===== config.mk =====
export PLATFORM = sky130hd
export DESIGN_NAME = rgmii_rx_top
export DESIGN_NICKNAME = d
export VERILOG_FILES = /design/src/hdl/rgmii_rx_pkg.sv /design/src/hdl/rgmii_rx_decoder.sv /design/src/hdl/rx_frame_buffer.sv /design/src/hdl/rgmii_rx_top.sv
export VERILOG_INCLUDE_DIRS = /design/src /design/src/hdl
export SDC_FILE = /design/constraint.sdc
export NUM_CORES = 1
export LEC_CHECK = 0
export ABC_AREA = 1
export BUFFER_PORTS_ARGS = -buffer_cell sky130_fd_sc_hd__buf_4
export CORE_ASPECT_RATIO = 0.5
export CORE_UTILIZATION = 28
export DETAILED_ROUTE_END_ITERATION = 7
export HOLD_SLACK_MARGIN = 0.05
export PLACE_DENSITY = 0.5
export SYNTH_ARGS = -nofsm -noshare
export SYNTH_HDL_FRONTEND = slang
export SYNTH_SLANG_ARGS = --single-unit

===== constraint.sdc =====
create_clock -name gmii_rxc -period 3 [get_ports gmii_rxc]
set_input_delay 0.15 -clock gmii_rxc [delete_from_list [all_inputs] [get_ports gmii_rxc]]
set_output_delay 0.15 -clock gmii_rxc [all_outputs]
set_load 0.01 [all_outputs]

===== src/hdl/rgmii_rx_params.svh =====
`ifndef RGMII_RX_PARAMS_SVH
`define RGMII_RX_PARAMS_SVH

// Frame buffer size in bytes
// One entry always stays free so that full differs from empty
`define RX_BUF_DEPTH 64
// Log2 of the buffer depth
`define RX_BUF_ADDR_W 6

// Width of the discarded frame counter
`define DROP_COUNT_W 8

// Data byte sent with error and no enable to flag a false carrier
`define FALSE_CARRIER_CODE 8'h0e

`endif


===== src/hdl/rgmii_rx_pkg.sv =====
`include "rgmii_rx_params.svh"

package rgmii_rx_pkg;

	// One GMII byte and one RGMII nibble
	typedef logic [7:0] byte_t;
	typedef logic [3:0] nibble_t;

	// In-band speed code, carried on data bits 2:1 between frames
	typedef logic [1:0] link_speed_t;

	localparam link_speed_t link_10m   = 2'd0;
	localparam link_speed_t link_100m  = 2'd1;
	localparam link_speed_t link_1000m = 2'd2;

	// Frame buffer addressing and drop statistics
	typedef logic [`RX_BUF_ADDR_W-1:0] buf_addr_t;
	typedef logic [`DROP_COUNT_W-1:0]  drop_count_t;

	// Write side of the frame buffer
	typedef enum logic [1:0] {
		buf_idle,
		buf_storing,
		buf_discarding
	} buf_state_t;

endpackage


===== src/hdl/rgmii_rx_decoder.sv =====
`timescale 1ns/1ns
`include "rgmii_rx_params.svh"

module rgmii_rx_decoder (
	input  logic                      gmii_rxc,
	input  logic                      arst_n,
	input  rgmii_rx_pkg::nibble_t     rxd_rise,
	input  rgmii_rx_pkg::nibble_t     rxd_fall,
	input  logic                      rx_ctl_rise,
	input  logic                      rx_ctl_fall,
	output logic                      rx_en,
	output logic                      rx_er,
	output logic                      rx_dvalid,
	output rgmii_rx_pkg::byte_t       rx_data,
	output logic                      link_up,
	output rgmii_rx_pkg::link_speed_t link_speed,
	output logic                      false_carrier
);

	// Split inputs after one register stage
	rgmii_rx_pkg::nibble_t rxd_rise_q;
	rgmii_rx_pkg::nibble_t rxd_fall_q;
	logic                  ctl_rise_q;
	logic                  ctl_fall_q;

	// Rising nibble of the cycle before as low half of a 10/100 byte
	rgmii_rx_pkg::nibble_t nib_lo_q;

	// Both halves of the cycle joined with the low nibble on the rising edge
	rgmii_rx_pkg::byte_t   ddr_byte;

	// Frame edge detect and 10/100 byte phase
	logic                  en_q;
	logic                  frame_start;
	logic                  phase_q;

	// Control halves differ on an error inside a frame or a special symbol between frames
	logic                  ctl_err;

	////////////////////////////////////////////////////////////////////////////
	// Input stage
	////////////////////////////////////////////////////////////////////////////

	// Data nibbles
	always_ff @(posedge gmii_rxc) begin
		rxd_rise_q <= rxd_rise;
		rxd_fall_q <= rxd_fall;
		// Keep the earlier rising nibble for the slow modes
		nib_lo_q   <= rxd_rise_q;
	end

	always_ff @(posedge gmii_rxc or negedge arst_n) begin
		if (!arst_n) begin
			ctl_rise_q <= 1'b0;
			ctl_fall_q <= 1'b0;
			en_q       <= 1'b0;
			phase_q    <= 1'b0;
		end else begin
			ctl_rise_q <= rx_ctl_rise;
			ctl_fall_q <= rx_ctl_fall;
			en_q       <= rx_en;
			// Lock the nibble phase at the start of every frame
			// First byte completes one cycle after the start
			if (frame_start) begin
				phase_q <= 1'b1;
			end else begin
				phase_q <= ~phase_q;
			end
		end
	end

	////////////////////////////////////////////////////////////////////////////
	// Control decode
	////////////////////////////////////////////////////////////////////////////

	// Enable is the rising control bit
	assign rx_en       = ctl_rise_q;
	// Falling bit carries enable xor error
	assign ctl_err     = ctl_rise_q ^ ctl_fall_q;
	assign rx_er       = ctl_err && rx_en;
	assign frame_start = rx_en && !en_q;
	assign ddr_byte    = {rxd_fall_q, rxd_rise_q};

	// Byte rebuild per link speed
	always_comb begin
		if (link_speed == rgmii_rx_pkg::link_1000m) begin
			// Full byte on every cycle of the frame
			rx_data   = ddr_byte;
			rx_dvalid = rx_en;
		end else begin
			// Nibble repeated on both edges
			// high nibble now, low nibble from the cycle before
			rx_data   = {rxd_rise_q, nib_lo_q};
			// Only a low nibble is held in the first cycle
			rx_dvalid = rx_en && !frame_start && phase_q;
		end
	end

	////////////////////////////////////////////////////////////////////////////
	// In-band status
	////////////////////////////////////////////////////////////////////////////

	always_ff @(posedge gmii_rxc or negedge arst_n) begin
		if (!arst_n) begin
			link_up       <= 1'b0;
			link_speed    <= rgmii_rx_pkg::link_10m;
			false_carrier <= 1'b0;
		end else begin
			false_carrier <= 1'b0;
			if (!rx_en) begin
				if (!ctl_err) begin
					// Normal gap
					// bit 0 is link state, bits 2:1 the speed
					link_up    <= ddr_byte[0];
					link_speed <= ddr_byte[2:1];
				end else if (ddr_byte == `FALSE_CARRIER_CODE) begin
					// Error without enable leaves the link status as is
					false_carrier <= 1'b1;
				end
			end
		end
	end

	// At 10/100 a byte takes two cycles, so bytes never come back to back
	a_slow_dvalid_alternates: assert property (
		@(posedge gmii_rxc) disable iff (!arst_n)
		rx_dvalid && (link_speed != rgmii_rx_pkg::link_1000m) |=> !rx_dvalid
	);

endmodule


===== src/hdl/rx_frame_buffer.sv =====
`timescale 1ns/1ns
`include "rgmii_rx_params.svh"

module rx_frame_buffer (
	input  logic                      gmii_rxc,
	input  logic                      arst_n,
	input  logic                      rx_en,
	input  logic                      rx_er,
	input  logic                      rx_dvalid,
	input  rgmii_rx_pkg::byte_t       rx_data,
	input  logic                      out_ready,
	output rgmii_rx_pkg::byte_t       out_data,
	output logic                      out_last,
	output logic                      out_valid,
	output rgmii_rx_pkg::drop_count_t drop_count
);

	// Entry holds the last flag above the data byte
	logic [8:0] mem [`RX_BUF_DEPTH];

	rgmii_rx_pkg::buf_state_t state_q;
	rgmii_rx_pkg::buf_state_t state_d;

	// Read, committed and write pointers in ring order
	rgmii_rx_pkg::buf_addr_t  rd_ptr;
	rgmii_rx_pkg::buf_addr_t  commit_ptr;
	rgmii_rx_pkg::buf_addr_t  wr_ptr;
	rgmii_rx_pkg::buf_addr_t  wr_ptr_inc;

	// Fill levels seen from the read pointer
	rgmii_rx_pkg::buf_addr_t  commit_fill;
	rgmii_rx_pkg::buf_addr_t  write_fill;

	// Byte waiting for its successor or the frame end
	rgmii_rx_pkg::byte_t      stage_q;
	logic                     stage_v_q;

	logic                     en_q;
	logic                     frame_end;
	logic                     push;
	logic                     full;
	logic                     wr_en;
	logic                     commit;
	logic                     drop;
	logic                     load;

	////////////////////////////////////////////////////////////////////////////
	// Write side
	////////////////////////////////////////////////////////////////////////////

	assign frame_end  = en_q && !rx_en;
	assign wr_ptr_inc = wr_ptr + 1'b1;
	assign full       = (wr_ptr_inc == rd_ptr);
	// Staged byte moves on when the next byte or the frame end shows up
	assign push       = stage_v_q && (rx_dvalid || frame_end);
	assign wr_en      = (state_q == rgmii_rx_pkg::buf_storing) && push && !full;
	// Final byte written means the frame is clean
	assign commit     = wr_en && frame_end;
	assign drop       = frame_end && ((state_q == rgmii_rx_pkg::buf_discarding) ||
		((state_q == rgmii_rx_pkg::buf_storing) && push && full));

	always_comb begin
		state_d = state_q;
		case (state_q)
			rgmii_rx_pkg::buf_idle: begin
				if (rx_en) begin
					state_d = rx_er ? rgmii_rx_pkg::buf_discarding : rgmii_rx_pkg::buf_storing;
				end
			end
			rgmii_rx_pkg::buf_storing: begin
				if (frame_end) begin
					state_d = rgmii_rx_pkg::buf_idle;
				end else if (rx_er || (push && full)) begin
					// Bad or too long, the rest of the frame is thrown away
					state_d = rgmii_rx_pkg::buf_discarding;
				end
			end
			default: begin
				if (frame_end) begin
					state_d = rgmii_rx_pkg::buf_idle;
				end
			end
		endcase
	end

	always_ff @(posedge gmii_rxc or negedge arst_n) begin
		if (!arst_n) begin
			state_q    <= rgmii_rx_pkg::buf_idle;
			en_q       <= 1'b0;
			stage_v_q  <= 1'b0;
			wr_ptr     <= '0;
			commit_ptr <= '0;
			drop_count <= '0;
		end else begin
			state_q <= state_d;
			en_q    <= rx_en;
			if (frame_end || (state_d == rgmii_rx_pkg::buf_discarding)) begin
				stage_v_q <= 1'b0;
			end else if (rx_dvalid && (state_d == rgmii_rx_pkg::buf_storing)) begin
				stage_v_q <= 1'b1;
			end
			// Rewind to the last committed frame on a drop
			if (drop) begin
				wr_ptr <= commit_ptr;
			end else if (wr_en) begin
				wr_ptr <= wr_ptr_inc;
			end
			if (commit) begin
				commit_ptr <= wr_ptr_inc;
			end
			if (drop) begin
				drop_count <= drop_count + 1'b1;
			end
		end
	end

	////////////////////////////////////////////////////////////////////////////
	// Read side
	////////////////////////////////////////////////////////////////////////////

	// Fetch when committed data waits and the output byte is free or leaving
	assign load = (rd_ptr != commit_ptr) && (!out_valid || out_ready);

	always_ff @(posedge gmii_rxc or negedge arst_n) begin
		if (!arst_n) begin
			rd_ptr    <= '0;
			out_valid <= 1'b0;
		end else if (load) begin
			rd_ptr    <= rd_ptr + 1'b1;
			out_valid <= 1'b1;
		end else if (out_ready) begin
			out_valid <= 1'b0;
		end
	end

	// Memory and payload
	always_ff @(posedge gmii_rxc) begin
		if (rx_dvalid) begin
			stage_q <= rx_data;
		end
		if (wr_en) begin
			mem[wr_ptr] <= {frame_end, stage_q};
		end
		if (load) begin
			{out_last, out_data} <= mem[rd_ptr];
		end
	end

	assign commit_fill = commit_ptr - rd_ptr;
	assign write_fill  = wr_ptr - rd_ptr;

	// Held byte waits unchanged for the sink
	a_out_stable: assert property (
		@(posedge gmii_rxc) disable iff (!arst_n)
		out_valid && !out_ready |=> out_valid && $stable(out_data) && $stable(out_last)
	);

	// Reader stays behind the committed data
	a_rd_behind_commit: assert property (
		@(posedge gmii_rxc) disable iff (!arst_n)
		commit_fill <= write_fill
	);

endmodule


===== src/hdl/rgmii_rx_top.sv =====
`timescale 1ns/1ns

module rgmii_rx_top (
	input  logic                      gmii_rxc,
	input  logic                      arst_n,
	input  rgmii_rx_pkg::nibble_t     rxd_rise,
	input  rgmii_rx_pkg::nibble_t     rxd_fall,
	input  logic                      rx_ctl_rise,
	input  logic                      rx_ctl_fall,
	input  logic                      out_ready,
	output rgmii_rx_pkg::byte_t       out_data,
	output logic                      out_last,
	output logic                      out_valid,
	output logic                      link_up,
	output rgmii_rx_pkg::link_speed_t link_speed,
	output logic                      false_carrier,
	output rgmii_rx_pkg::drop_count_t drop_count
);

	// GMII side between decoder and buffer
	logic                rx_en;
	logic                rx_er;
	logic                rx_dvalid;
	rgmii_rx_pkg::byte_t rx_data;

	rgmii_rx_decoder u_decoder (
		.gmii_rxc      (gmii_rxc),
		.arst_n        (arst_n),
		.rxd_rise      (rxd_rise),
		.rxd_fall      (rxd_fall),
		.rx_ctl_rise   (rx_ctl_rise),
		.rx_ctl_fall   (rx_ctl_fall),
		.rx_en         (rx_en),
		.rx_er         (rx_er),
		.rx_dvalid     (rx_dvalid),
		.rx_data       (rx_data),
		.link_up       (link_up),
		.link_speed    (link_speed),
		.false_carrier (false_carrier)
	);

	// No back-pressure toward the decoder
	rx_frame_buffer u_buffer (
		.gmii_rxc   (gmii_rxc),
		.arst_n     (arst_n),
		.rx_en      (rx_en),
		.rx_er      (rx_er),
		.rx_dvalid  (rx_dvalid),
		.rx_data    (rx_data),
		.out_ready  (out_ready),
		.out_data   (out_data),
		.out_last   (out_last),
		.out_valid  (out_valid),
		.drop_count (drop_count)
	);

endmodule


==> key figures <==
Run status
  – Outcome: complete, no violations

Timing
  – RSZ-0062 raised after global routing: no
  – Actual slew at the worst max-slew pin: between 0.8 and 0.9 ns
  – Final Cycle Share: between 90 and 100%
  – Fin crit period: 2.77 ns
  – Relative max-transition margin: 46.4%
  – Worst Setup Slack, final: roughly 0.23 ns
  – Fmax: about 360 MHz
  – Final Skew: between 0.02 and 0.025 ns
  – Final Hold Vio Count: 0
  – Final Max Slew Viols: 0
  – Setup violations, final: 0
  – Setup TNS: 0 ns

Setup path
  – RR Endpoint: u_buffer.out_data[2]$_DFFE_PP_
  – CP arrival: roughly 3.2 ns
  – Worst flop-to-flop path startpoint: u_buffer.rd_ptr[0]$_DFFE_PN0P_
  – Slowest cell delay on critical path: ~0.54 ns
  – Reg2reg setup slack: roughly 0.23 ns
  – Crit path max fanout: between 90 and 100
  – CP Class: register to register
  – CP endpoint kind: register
  – Worst r2r path cells: 8
  – CP required: 3.43 ns
  – Buf/Inv on CP: 2
  – Crit path cell chain: inv_8 -> buf_4 -> o21ai_0 -> o221ai_1 -> o211ai_1 -> nand4_1 -> nand3_1 -> nand2_1
  – Crit-path leading delay family: compound AO/OA/AOI/OAI gates
  – Crit path max-delay cell type: dfrtp_4
  – Startpoint types: register

Global route
  – Largest net degree at the start of global routing: between 100 and 150
  – Initial antenna violation count: 0
  – First-pass GRT wire length: roughly 110,000 um
  – Grt total ovfl: 0
  – Gr usage total: between 10% and 20%
  – Vias in the first global route: around 16k

Power
  – Clk pwr share: approximately 30%
  – Leak pwr: about 10 nW
  – Gate power share: about a third
  – Seq pwr share: about 39%
  – Internal: between 15 and 20 mW
  – VDD IR-drop max: about 0.6 mV
  – Switching portion of total power: between 30% and 40%
  – P_sw: 9.65 mW
  – PwrDens: slightly below 900 mW/mm2

Logic synthesis
  – Syn_nets: about 2k
  – Top-area cell type share of the netlist area: between 70 and 80%
  – Synth area leader: edfxtp_1
  – Largest family of logic cells by synthesized area: compound AO/OA/AOI/OAI gates
  – Synth Area in Adders: 0.246%
  – Top area cells in the synthesized netlist: edfxtp_1 (70%), o21ai_0 (6.0%), nor2_1 (5.4%)
  – Synth warn: 0
  – Yosys reg bits: between 600 and 700
  – Mapped Area: about 0.025 mm2
  – EDFF count, synth: 593
  – Synth cell types: 40
  – Async S/R FF share, synth: under 10%
  – Synth Area in Simple Gates: around 10%
  – Ys flop type: edfxtp_1
  – Post-synthesis area per instance: around 13 um2
  – Sequential cell area fraction in the yosys report: about three quarters
  – Cells after synthesis: 1,962
  – Mux cell area share after synthesis: less than 1%
  – Area fraction in compound gates after synthesis: around 11%
  – Xor and xnor area share after synthesis: 0.552%

Floorplan
  – Core area: approximately 0.089 mm2
  – Die X-Extent: 428 um
  – Die area: around 0.092 mm2
  – Starting Density: 28.5%
  – Num rows: 77
  – Ports: 35
  – Die Y: 215 um

Finish
  – Most common cell after layout, fill and taps aside: edfxtp_1
  – Layout area overhead: 18.3%
  – Antenna diode count: 0
  – Most frequent cells in the layout: edfxtp_1 (593), nor2_1 (366), o21ai_0 (303), buf_4 (155), nand2_1 (153)
  – Layout cells sized above 1: 13.9%
  – Nets@finish: about 2.1k
  – Fillers: slightly below 9k

Clocking
  – Worst-skew pair later-pin latency: about 0.60 ns
  – CTS Hold Bufs: 12
  – # clock sinks: 643
  – H-tree depth: 3
  – PostCTS Resize Cnt: 0
  – Clock slew at reported path FFs: 0.06 ns
  – Clock buffer depth: 3
  – Postcts setup bufs: 0
  – CTS Buf Count: between 60 and 70
  – CTS root buf: clkbuf_16
  – CTS tree: yes

Detailed routing
  – DRT Wirelength: between 70,000 and 80,000 um
  – Residual DRC: 0
  – Routed len/inst: ~22 um
  – Vias: ~16k
  – Post-route ant nets: 0
  – Drt first pass iters: 6
  – Initial DRC Count: 1,874
  – Vias per inst: between 4 and 5

Placed design
  – Setup WS pre-CTS: between 0.3 and 0.4 ns
  – RePlAce Congestion: approximately 0.90
  – Final HPWL DP: 44,100 um
  – Port bufs: 34

Worst hold path
  – Hold Path Class: input port to async pin

Flow run
  – Max-cap viol count: 0
cells in the mapped netlist, types with 8 or more instances:
cell        n
dfxtp_1    12
o211ai_1   20
buf_2      24
nand2_1   153
o221ai_1   54
inv_1      38
a21oi_1     8
nor2_1    367
nand4_1    36
xor2_1     13
clkbuf_1   86
dfrtp_1    38
o22ai_1    92
nand3_1    63
edfxtp_1  593
o21ai_0   303
layout make-up:
| cell class | count | area (um2) | area share, % |
|---|---|---|---|
| inverter | 46 | 183 | 0.608 |
| multi-input combinational | 1148 | 5700 | 19.0 |
| clock inverter | 29 | 201 | 0.670 |
| clock buffer | 89 | 1830 | 6.10 |
| timing repair buffer | 185 | 1640 | 5.47 |
| tap | 1185 | 1480 | 4.93 |
| sequential | 643 | 19000 | 63.2 |
flip-flops by register name, summed over array words and instances, names as in the netlist, 2 cells and up:
| register | count |
|---|---|
| u_decoder.link_speed | 2 |
| u_buffer.drop_count | 8 |
| u_buffer.rd_ptr | 6 |
| u_buffer.state_q | 2 |
| u_buffer.wr_ptr | 6 |
| u_buffer.commit_ptr | 6 |
| u_decoder.rxd_fall_q | 4 |
| u_decoder.nib_lo_q | 4 |
| u_decoder.rxd_rise_q | 4 |
| u_buffer.out_data | 8 |
| u_buffer.mem | 576 |
| u_buffer.stage_q | 8 |
stage by stage:
stage | hold slack (ns) | cell area (um2) | util, % | total power [mW] | cells
global placement | 0.164 | 27900 | 31.3 | 19.0 | 3195
global route | 0.0994 | 30100 | 33.7 | 27.9 | 3325
finish | 0.0717 | 30100 | 33.7 | 26.7 | 3325
CTS | 0.0672 | 30100 | 33.7 | 26.8 | 3325
detailed placement | 0.164 | 27900 | 31.3 | 19.0 | 3195
floorplan | -0.146 | 25400 | - | 15.4 | 1962
power by group through the flow:
stage	clock, mW	sequential [mW]	combinational, mW
global placement	0	10.5	8.48
finish	7.88	10.3	8.47
detailed placement	0	10.5	8.42
floorplan	0	10.6	4.79
CTS	8.02	10.4	8.44
global route	8.37	10.4	9.14
cell families (layout without fill, tap and decap cells):
group | count (synthesis) | count (layout)
and+or+nand+nor | 635 | 635
xor gates and xnor gates | 16 | 16
AOI/OAI and AO/OA | 488 | 488
adders and majority gates | 5 | 5
muxes | 4 | 4
DFF | 643 | 643
buffers and inverters | 171 | 349
how the worst max path moves through the flow:
stage / from / end / depth (start not counted)
floorplan: u_buffer.wr_ptr[0]$_DFFE_PN0P_ / u_buffer.mem[11][0]$_DFFE_PP_ / 11
global placement: u_buffer.rd_ptr[0]$_DFFE_PN0P_ / u_buffer.out_data[2]$_DFFE_PP_ / 8
detailed placement: u_buffer.rd_ptr[0]$_DFFE_PN0P_ / u_buffer.out_data[2]$_DFFE_PP_ / 8
CTS: u_buffer.rd_ptr[0]$_DFFE_PN0P_ / u_buffer.out_data[2]$_DFFE_PP_ / 8
global route: u_buffer.wr_ptr[2]$_DFFE_PN0P_ / u_buffer.mem[5][3]$_DFFE_PP_ / 12
finish: u_buffer.rd_ptr[0]$_DFFE_PN0P_ / u_buffer.out_data[2]$_DFFE_PP_ / 8
layer usage:
layer	track usage, %	part of all wire, %	vias up
met1	22.3	46	8283
li1	-	-	7544
met3	3.02	6.3	94
met5	0	0	-
met4	4.35	2.1	0
met2	24.2	45	519
(Power assumes the default switching activity.)
